--- config.mk ---
export PLATFORM = sky130hd
export DESIGN_NAME = mem_arbiter
export DESIGN_NICKNAME = d
export VERILOG_FILES = /design/src/hw/dcache_pkg.sv /design/src/hw/mem_arbiter.sv
export SDC_FILE = /design/constraint.sdc
export NUM_CORES = 1
export LEC_CHECK = 0
export BUFFER_PORTS_ARGS = -buffer_cell sky130_fd_sc_hd__buf_2
export CAP_MARGIN = 15
export CORE_AREA = 2 2 142 144
export CTS_CLUSTER_SIZE = 30
export DETAILED_ROUTE_END_ITERATION = 16
export DIE_AREA = 0 0 144 146
export GPL_TIMING_DRIVEN = 0
export PLACE_DENSITY = 0.42
export RECOVER_POWER = 50
export SLEW_MARGIN = 25
export SYNTH_ARGS = -nofsm -noshare
export SYNTH_HDL_FRONTEND = slang
export SYNTH_SLANG_ARGS = --single-unit
--- constraint.sdc ---
create_clock -name clock -period 1.5 [get_ports clock]
set_input_delay 0 -clock clock [delete_from_list [all_inputs] [get_ports clock]]
set_output_delay 0 -clock clock [all_outputs]
set_load 0.005 [all_outputs]
--- src/hw/dcache_pkg.sv ---
// shared widths and packed types for the data cache; referenced by scoped name from all RTL
package dcache_pkg;

  // cache geometry
  localparam int num_way   = 4;
  localparam int num_idx   = 8;
  localparam int idx_bits  = 3;
  localparam int tag_bits  = 5;
  // byte offset, never decoded
  localparam int off_bits  = 3;
  localparam int data_bits = 64;
  localparam int wb_depth  = 2;

  // processor byte address, tag and set_index together form the memory word address
  typedef struct packed {
    logic [tag_bits-1:0] tag;
    logic [idx_bits-1:0] set_index;
    logic [off_bits-1:0] ignore;
  } sass_addr_t;

  typedef struct packed {
    logic                 valid;
    logic                 dirty;
    logic [tag_bits-1:0]  tag;
    logic [data_bits-1:0] data;
  } cache_line_t;

  typedef struct packed {
    logic                 write;
    sass_addr_t           addr;
    logic [data_bits-1:0] data;
  } mem_req_t;

  typedef struct packed {
    logic                 store;
    sass_addr_t           addr;
    logic [data_bits-1:0] data;
  } cpu_req_t;

endpackage
--- src/hw/mem_arbiter.sv ---
// shares the memory port between write-back buffer and refill path, write-back first
`timescale 1ns/10ps

module mem_arbiter (
  input  logic                               clock,
  input  logic                               reset,
  input  logic                               wb_mreq,
  input  dcache_pkg::mem_req_t               wb_req,
  input  logic                               refill_mreq,
  input  dcache_pkg::mem_req_t               refill_req,
  input  logic                               mem_ack,
  input  logic [dcache_pkg::data_bits-1:0]   mem_rdata,
  output logic                               mem_valid,
  output dcache_pkg::mem_req_t               mem_cmd,
  output logic                               wb_ack,
  output logic                               refill_ack,
  output logic [dcache_pkg::data_bits-1:0]   refill_rdata
);

  typedef enum logic [1:0] {own_none, own_wb, own_refill} owner_t;

  owner_t owner;
  logic   pick_wb;

  // while free the buffer wins, once issued the owner keeps the port
  assign pick_wb   = (owner == own_none) ? wb_mreq : (owner == own_wb);
  assign mem_valid = (owner == own_none) && (wb_mreq || refill_mreq);
  assign mem_cmd   = pick_wb ? wb_req : refill_req;

  assign wb_ack       = mem_ack && (owner == own_wb);
  assign refill_ack   = mem_ack && (owner == own_refill);
  assign refill_rdata = mem_rdata;

  always_ff @(posedge clock) begin
    if (reset) begin
      owner <= own_none;
    end else if (mem_valid) begin
      owner <= pick_wb ? own_wb : own_refill;
    end else if (mem_ack) begin
      owner <= own_none;
    end
  end

endmodule

==> results of run 1 <==
-- through the flow --
step / setup TNS, ps / instance area, µm² / util, % / setup slack, ps
global placement: -851 / 3500 / 18.1 / -52.3
finish: -584 / 3930 / 20.3 / -40.7
detailed placement: -1270 / 3500 / 18.1 / -61.5
CTS: -3320 / 3920 / 20.3 / -74.2
global route: -5590 / 3930 / 20.3 / -105
floorplan: 0 / 1680 / - / 337
-- placed cells by master (no fill, tap or decap), drive strengths merged, types with 2 or more instances in the layout --
cell | Yosys | final
nor2 | 2 | 2
buf | 72 | 343
mux2 | 76 | 76
nand2b | 2 | 2
clkbuf | 0 | 38
a21oi | 2 | 2
dfxtp | 2 | 2
-- how the worst max path moves through the flow --
stage                   to  depth (start not counted)
6_report        mem_cmd[0]                          6
5_1_grt        mem_cmd[35]                          5
2_1_floorplan  mem_cmd[35]                          4
3_3_place_gp   mem_cmd[59]                          5
3_5_place_dp   mem_cmd[59]                          5
4_1_cts        mem_cmd[74]                          5
-- critical path: stages, from the launching register on --
cell      delay, ps
dfxtp_4         330
o21bai_4        190
buf_12          160
buf_6           120
buf_6           100
mux2_4          290
buf_6           110
-- final cells by class --
cell class              count  area, µm²  share of cell area, %
plain buffers              72        601                   15.3
clock buffers               3       75.1                   1.91
multi-input cells          88       1100                   27.9
flip-flops and latches      2       47.5                   1.21
well taps                 265        332                   8.43
repair buffers            307       1780                   45.2
-- metal layers --
layer	GRT usage (%)	wire [µm]	vias to the layer above
li1	-	-	1119
met1	5.61	2480	977
met2	13.6	4550	185
met3	1.51	984	0
met4	0.735	0	0
met5	0	0	-
-- where the power goes --
group	internal, W	switching (W)
Combinational	0.000928	0.000445
Clock	0.000339	0.0000605
Sequential	0.0000566	0.00000335
-- cell families (layout without fill, tap and decap cells) --
family / Yosys count / after routing / share of synthesized area, %
muxes: 76 / 76 / 60.0
buffers and inverters: 72 / 382 / 32.9
and+or+nand+nor: 9 / 9 / 3.36
AOI/OAI and AO/OA: 3 / 3 / 1.27
DFF: 2 / 2 / 2.39
-- what timing repair did --
action                                 CTS  global route
setup endpoints to repair               76            75
pin swaps                                1             0
buffers inserted                         6             0
hold buffers                             1             0
endpoints found under the hold margin    2             0
gates cloned                             1             0
resized for setup                       53             2
==> metrics.txt, run 1 <==
status complete, but fails checks; failing checks setup timing; FF-to-FF setup slack 290 ps; final hold viol count 0; post-synthesis sequential area ratio 2.39%; placed instance count 726; global-route wire length before repair about 10 mm; Max IR drop VDD ~450 µV; clock slew at reported path FFs 30 ps; Post-DRT Antenna Nets 0; Critical Path AT approximately 1500 ps; io pins 364; Final Power between 0.0015 and 0.002 W; root buf cell clkbuf_16; average wire per standard cell ~11 µm; initial core utilization 8.66%; top flop regs owner x2; Iteration-0 DRC Markers 18; initial antenna violation count 0; H-tree depth 1; die height 146 µm; die area approximately 0.021 mm²; grt ovf 0; mean area per synthesized cell roughly 10 µm²; Cell Pwr Density between 400 and 500 mW/mm²; final count of pins violating max slew 0; fraction of registers with async set/reset 0%; area leader, netlist mux2_4; fin worst setup slack -40.7 ps; Commonest cells post-synth buf_4, mux2_4, mux2_2, buf_6, buf_2; via count 2,281; crit share post-route 103%; Cells after Synth approximately 160; Yosys cell types 15; CTS tree done; EDFF count, synth 0; fin nets roughly 700; largest net degree at the start of global routing 11; Max Clk Rate 649 MHz; leakage 2.21 nW; number of global-route vias before repair between 2,000 and 2,500; Die X approximately 140 µm; average via count per standard cell roughly 3.1; Worst Path Max Fanout 8; HPWL Detailed around 7.2 mm; synthesized area ~0.0017 mm²; Reg with most FFs owner; DRC errors left 0; Max Buffers Root-to-Sink 2; clock insertion delay at the later pin of the skew report roughly 220 ps; diode count 0; Crit. End Element output pin; top cell type's share of synthesized area 35.8%; clk sink count 2; synth top area cells mux2_4, buf_4, mux2_2; Max-Slew Margin vs Limit a little under nine tenths; CP startpoint owner[1]$_SDFFE_PP0P_; Worst Skew between 0.2 and 0.3 ps; drt pass-1 iters 4; synthesis-to-finish area growth 135%; row count 51; core area 0.0193 mm²; #FFs+latches synth 2; layout filler cell count 2,174; Hold Path Sink owner[0]$_SDFFE_PP0P_; cell depth of the worst flop-to-flop path 3; count leader, synth buf_4; port bufs about 300; All-Layer GR Usage under 10%; YS warnings 0; CP Class flip-flop to output pin; most common flop cell mapped by yosys dfxtp_1; Slew @ Worst Pin roughly 220 ps; maxcap violations 0; worst hold slack a little under 90 ps; critical path required time 1500 ps; reg2reg start owner[0]$_SDFFE_PP0P_; layout cells sized above 1 97.2%; r2r endpoint owner[1]$_SDFFE_PP0P_; DRT Wirelength 8.02 mm; non-filler instance count after layout between 700 and 800; final setup vio count 36; hold wc startpoint mem_ack; Final min period 1540 ps; RSZ-0062 raised after global routing yes; Syn Nets between 300 and 400; Num CTS Buffers 3; Hold Path Cell Cnt 3; Startpoint Class flip-flop; routability cong. between 0.6 and 0.7; worst min path class input port to flip-flop; number of flip-flops under the largest register name 2
Note: power is estimated with default switching activity, not from simulation.
==> run 2: changes to the inputs <==
==> constraint.sdc (replaced) <==
create_clock -name clock -period 1.5 [get_ports clock]
set_input_delay 0 -clock clock [delete_from_list [all_inputs] [get_ports clock]]
set_output_delay 0 -clock clock [all_outputs]
set_load 0.02 [all_outputs]
==> run 2 against run 1 <==
Effect of this change: non-clock buffer count is the same; sequential share of layout area is essentially flat; sequential cell count is the same; critical path type unchanged; the run still ends with setup timing left; hold slack is essentially flat; largest cell class unchanged.
==> metrics.txt, run 2 (synthesized netlist as in run 1, its figures left out) <==
average via count per standard cell 3.09 (about the same); Int Pwr 0.00133 W (+0.45%); Finished Cell Area 0.00389 mm² (-1.1%); die area 0.0210 mm² (unchanged); root buf cell clkbuf_16; CTS tree done; cell depth of the worst flop-to-flop path 3 (unchanged); Logic pwr share 79.1% (+4.2 points); FF-to-FF setup slack 290 ps (about the same); io pins 364 (unchanged); diode count 0 (unchanged); Worst Skew 0.252 ps (unchanged); initial core utilization 8.66% (unchanged); Reg with most FFs owner; non-filler instance count after layout 737 (unchanged); synthesis-to-finish area growth 132%; Max IR drop VDD 470 µV (+3.7%); maxcap violations 0 (unchanged); Slew @ Worst Pin 274 ps (+53.3 ps); critical path required time 1500 ps (about the same); Die X 144 µm (unchanged); Max-Slew Margin vs Limit 81.8% (-3.5 points); Crit. End Element output pin; Iteration-0 DRC Markers 20 (+2); routability cong. 0.689 (unchanged); worst hold slack 88.1 ps (+0.000500 ps); worst min path class input port to flip-flop; placed instance count 726 (unchanged); fin worst setup slack -58.3 ps (-17.6 ps); row count 51 (unchanged); final setup vio count 61 (+69%); clock slew at reported path FFs 30 ps (about the same); clock group share of total power 18.2% (-3.6 points); reg2reg start owner[0]$_SDFFE_PP0P_; Final min period 1560 ps (+17.6 ps); Post-DRT Antenna Nets 0 (unchanged); clock insertion delay at the later pin of the skew report 220 ps (about the same); All-Layer GR Usage 6.18% (-0.041 points); Critical path buffers and inverters 3 (-1); DRT Wirelength 8.07 mm (+0.64%); Place WS -89.7 ps (-28.2 ps); commonest cells after routing, fill and taps aside buf_2, buf_4, mux2_4, mux2_2, clkbuf_1; initial antenna violation count 0 (unchanged); via count 2,280 (-0.044%); port bufs 299 (unchanged); Worst Path Max Fanout 10 (+2); Hold Path Cell Cnt 3 (unchanged); Net Sw Power 0.000867 W (+70%); Critical Path Max Stage Delay 340 ps (about the same); Hold Path Sink owner[0]$_SDFFE_PP0P_; RSZ-0062 raised after global routing yes; Seq pwr share 2.7% (-0.6 points); hold wc startpoint mem_ack; average wire per standard cell 11.0 µm (+0.64%); CP Cell Sequence o21bai_4 -> buf_12 -> buf_8 -> mux2_4 -> buf_2; die height 146 µm (unchanged); CP startpoint owner[0]$_SDFFE_PP0P_; final hold viol count 0 (unchanged); Max Buffers Root-to-Sink 2 (unchanged); largest net degree at the start of global routing 11 (unchanged); clk sink count 2 (unchanged); Startpoint Class flip-flop; Top delay family on crit path buffers and inverters; number of global-route vias before repair 2,163 (-0.32%); HPWL Detailed 7.20 mm (unchanged); fin nets 695 (unchanged); top flop regs owner x2; layout cells sized above 1 90.5% (-6.8 points); drt pass-1 iters 3 (-1); CP Class flip-flop to output pin; global-route wire length before repair 10.3 mm (-0.46%); Final Power 0.00220 W (+20%); grt ovf 0 (unchanged); Max Clk Rate 642 MHz (-1.1%); crit share post-route 104% (+1.2 points); failing checks setup timing; Critical Path AT 1560 ps (+20 ps); Area after DPL 0.00350 mm² (unchanged); status complete, but fails checks; core area 0.0193 mm² (unchanged); leakage 2.13 nW (-3.7%); r2r endpoint owner[1]$_SDFFE_PP0P_; Sw Share 39.5% (+12 points); Cell Pwr Density 565 mW/mm² (+21%); commonest non-fill, non-tap cell in the layout buf_2; Num CTS Buffers 3 (unchanged); H-tree depth 1 (unchanged); final count of pins violating max slew 0 (unchanged); DRC errors left 0 (unchanged); Crit-path slowest cell dfxtp_4; number of flip-flops under the largest register name 2 (unchanged)
==> run 2: cell count changes in the layout (fill, tap and decap cells not counted), sizes merged <==
cell / change
buf: +1
clkbuf: -1
==> run 2: area by class of cell <==
| cell class | instances | area [µm²] |
|---|---|---|
| plain buffers | 72 | 601 |
| clock buffers | 3 | 75.1 |
| fillers | 2186 | 15400 |
| multi-input cells | 88 | 1100 |
| flip-flops and latches | 2 | 47.5 |
| well taps | 265 | 332 |
| repair buffers | 307 | 1740 |
==> run 2: power groups by stage <==
stage	logic (W)	clock network [W]	registers, W
2_1_floorplan	0.00101	0	0.0000626
3_3_place_gp	0.00156	0	0.0000645
3_5_place_dp	0.00156	0	0.0000645
4_1_cts	0.00174	0.000409	0.0000600
5_1_grt	0.00185	0.000411	0.0000602
6_report	0.00174	0.000400	0.0000600
==> run 2: worst max path at each step <==
| stage | to | slack (ps) | cells past startpoint |
|---|---|---|---|
| 6_report | mem_cmd[41] | -60 | 5 |
| 5_1_grt | mem_cmd[35] | -140 | 5 |
| 4_1_cts | mem_cmd[4] | -110 | 5 |
| 3_5_place_dp | mem_cmd[59] | -90 | 5 |
| 3_3_place_gp | mem_cmd[57] | -80 | 5 |
| 2_1_floorplan | mem_cmd[35] | 300 | 4 |
==> run 2: timing repair <==
item | CTS | global route
hold endpoints to repair | 2 | 0
hold buffers | 1 | 0
buffers inserted | 6 | 0
setup endpoints to repair | 76 | 76
resized for setup | 63 | 21
pin swaps | 1 | 0
cloned | 1 | 0
==> run 2: per-stage QoR <==
step	util, %	setup TNS [ps]
2_1_floorplan	-	0
3_3_place_gp	18.1	-2140
3_5_place_dp	18.1	-2600
4_1_cts	20.0	-5410
5_1_grt	20.1	-7460
6_report	20.1	-1980
==> run 2: tightest hold or removal path: stages <==
cell and delay, ps:
buf_2 110, nand2b_1 100, a21oi_1 50
==> run 2: per-layer routing <==
layer | vias to the layer above | global-route usage, % | routed length, µm
met5 | - | 0 | 0
met2 | 185 | 13.5 | 4580
met4 | 0 | 0.735 | 0
met1 | 976 | 5.61 | 2510
li1 | 1119 | - | -
met3 | 0 | 1.51 | 986
==> run 3: changes to the inputs <==
Settings changed: CORE_AREA 2 2 142 144 to 2 2 143 145, CTS_BUF_LIST set to sky130_fd_sc_hd__clkbuf_4 sky130_fd_sc_hd__clkbuf_8, DIE_AREA 0 0 144 146 to 0 0 145 147, PLACE_DENSITY 0.42 to 0.41.
==> run 3 against run 2 <==
Effect of this change: the run still ends with setup timing left; worst setup slack worse by 49 ps; clock power shrank 48%; global-route usage rose by 1.5 points; core utilization shrank 0.34 points; clock-buffer cell count is the same; clock skew up 2.6 ps; first-iteration DRC count grew to 2.6 times the previous value; cell area rose by 0.90%; power fell by 5.9%; via count increased by 2.7%; non-clock buffer count is the same; largest cell class unchanged; highest routed layer is now met4.
==> metrics.txt, run 3 (synthesized netlist as in run 1, its figures left out) <==
Worst Path Max Fanout 5 (-5); Reg area 47.5 µm² (unchanged); clk sink count 2 (unchanged); Startpoint Class flip-flop; Die X 145 µm (+0.69%); row count 52 (+2.0%); status complete, but fails checks; routed wl met3 745 µm (-24%); port bufs 299 (unchanged); Critical Path AT 1610 ps (+50 ps); Max Buffers Root-to-Sink 2 (unchanged); Multi-input gate area 0.00110 mm² (unchanged); Crit-path slowest cell dfxtp_4; layout filler cell count 2,227 (+1.9%); average wire per standard cell 12.5 µm (+14%); layout cells sized above 1 90.3% (-0.21 points); CTS tree done; Setup TNS Final -4000 ps (-2020 ps); Final min period 1610 ps (+48.6 ps); Num CTS Buffers 3 (unchanged); Worst Skew 2.82 ps (+2.57 ps); failing checks setup timing; Max IR drop VDD 401 µV (-15%); critical path required time 1500 ps (about the same); top layer reached by signal wires met4; worst min path class input port to flip-flop; average via count per standard cell 3.15 (+1.8%); crit share post-route 107% (+3.2 points); Max Clk Rate 622 MHz (-3.0%); All-Layer GR Usage 7.64% (+1.5 points); die height 147 µm (+0.68%); Post-DRT Antenna Nets 0 (unchanged); Iteration-0 DRC Markers 51 (+160%); final hold viol count 0 (unchanged); HPWL Detailed 8.45 mm (+17%); Crit. End Element output pin; most used cell, CP buf_12; via count 2,342 (+2.7%); clock insertion delay at the later pin of the skew report 210 ps (about the same); non-filler instance count after layout 744 (+0.95%); Slew @ Worst Pin 281 ps (+7.10 ps); initial antenna violation count 2 (+2); leakage 2.13 nW (+0.24%); io pins 364 (unchanged); maxcap violations 0 (unchanged); Reg with most FFs owner; number of flip-flops under the largest register name 2 (unchanged); Max-Slew Margin vs Limit 81.4% (-0.47 points); root buf cell clkbuf_8; drt pass-1 iters 4 (+1); DRC errors left 0 (unchanged); Critical Path Max Stage Delay 330 ps (about the same); H-tree depth 1 (unchanged); RSZ-0062 raised after global routing yes; CP Cell Sequence o21bai_4 -> buf_12 -> buf_12 -> clkbuf_16 -> mux2_4 -> buf_2; number of global-route vias before repair 2,388 (+10%); largest net degree at the start of global routing 11 (unchanged); die area 0.0213 mm² (+1.4%); fin nets 695 (unchanged); placed instance count 731 (+0.69%); final setup vio count 64 (+4.9%); Cell Pwr Density 527 mW/mm² (-6.7%); clock slew at reported path FFs 30 ps (about the same); synthesis-to-finish area growth 134%; M1 WL 2.81 mm (+12%); routability cong. 0.819 (+19%); final count of pins violating max slew 0 (unchanged); DRT Wirelength 9.29 mm (+15%); grt ovf 0 (unchanged); commonest non-fill, non-tap cell in the layout buf_2; global-route wire length before repair 12.7 mm (+23%); top flop regs owner x2; commonest cells after routing, fill and taps aside buf_2, buf_4, mux2_4, clkbuf_1, mux2_2; fin worst setup slack -107 ps (-48.6 ps); CP Class flip-flop to output pin; wire length on met2 5.26 mm (+15%); core area 0.0198 mm² (+2.6%); initial core utilization 8.44% (-0.22 points)
## run 3: repair_timing
| item | in CTS | in global routing |
|---|---|---|
| gates cloned | 0 | 3 |
| buffers inserted | 4 | 1 |
| hold buffers | 1 | 0 |
| endpoints found under the setup margin | 76 | 75 |
| pin swaps | 1 | 0 |
| gates resized for setup | 65 | 22 |
| endpoints found under the hold margin | 2 | 0 |
## run 3: metrics by stage
stage          hold slack (ps)  worst slack [ps]  instance area (µm²)  utilization (%)  power (W)
2_1_floorplan             69.1               302                 1680                -    0.00108
3_3_place_gp               182              -186                 3510             17.7    0.00165
3_5_place_dp               184              -179                 3510             17.7    0.00164
4_1_cts                   90.4              -118                 3820             19.2    0.00202
5_1_grt                    115              -157                 3930             19.8    0.00218
6_report                  90.0              -107                 3930             19.8    0.00207
## run 3: metal layers
metal / global-route usage, % / vias up
met3: 1.46 / 14
met2: 15.8 / 199
met4: 4.01 / 0
li1: - / 1123
met1: 6.97 / 1006
met5: 0 / -
## run 3: final timing paths
kind                                             from               endpoint  cells after the start  slack (ps)
worst min-delay path                          mem_ack  owner[1]$_SDFFE_PP0P_                      3          90
worst max register to register  owner[0]$_SDFFE_PP0P_  owner[1]$_SDFFE_PP0P_                      3         300
worst min register to register  owner[1]$_SDFFE_PP0P_  owner[1]$_SDFFE_PP0P_                      3         630
worst max-delay path            owner[1]$_SDFFE_PP0P_            mem_cmd[42]                      6        -110
## run 3: critical path: cells and delay by family (launching register included)
family | cells | cell delay, ps
AOI/OAI and AO/OA | 1 | 170
buffers and inverters | 4 | 600
DFF | 1 | 330
muxes | 1 | 290
## run 3: area by class of cell
cell class	count	area share [%]
repair buffers	307	45.6
multi-input cells	88	28.0
plain buffers	72	15.5
well taps	270	8.61
flip-flops and latches	2	1.21
clock buffers	3	1.05
diodes	2	0.128
## run 3: power by group
part           switching [W]  total (W)  internal (W)
sequential        0.00000357  0.0000603     0.0000567
clock              0.0000377   0.000207      0.000169
combinational       0.000835    0.00180      0.000965
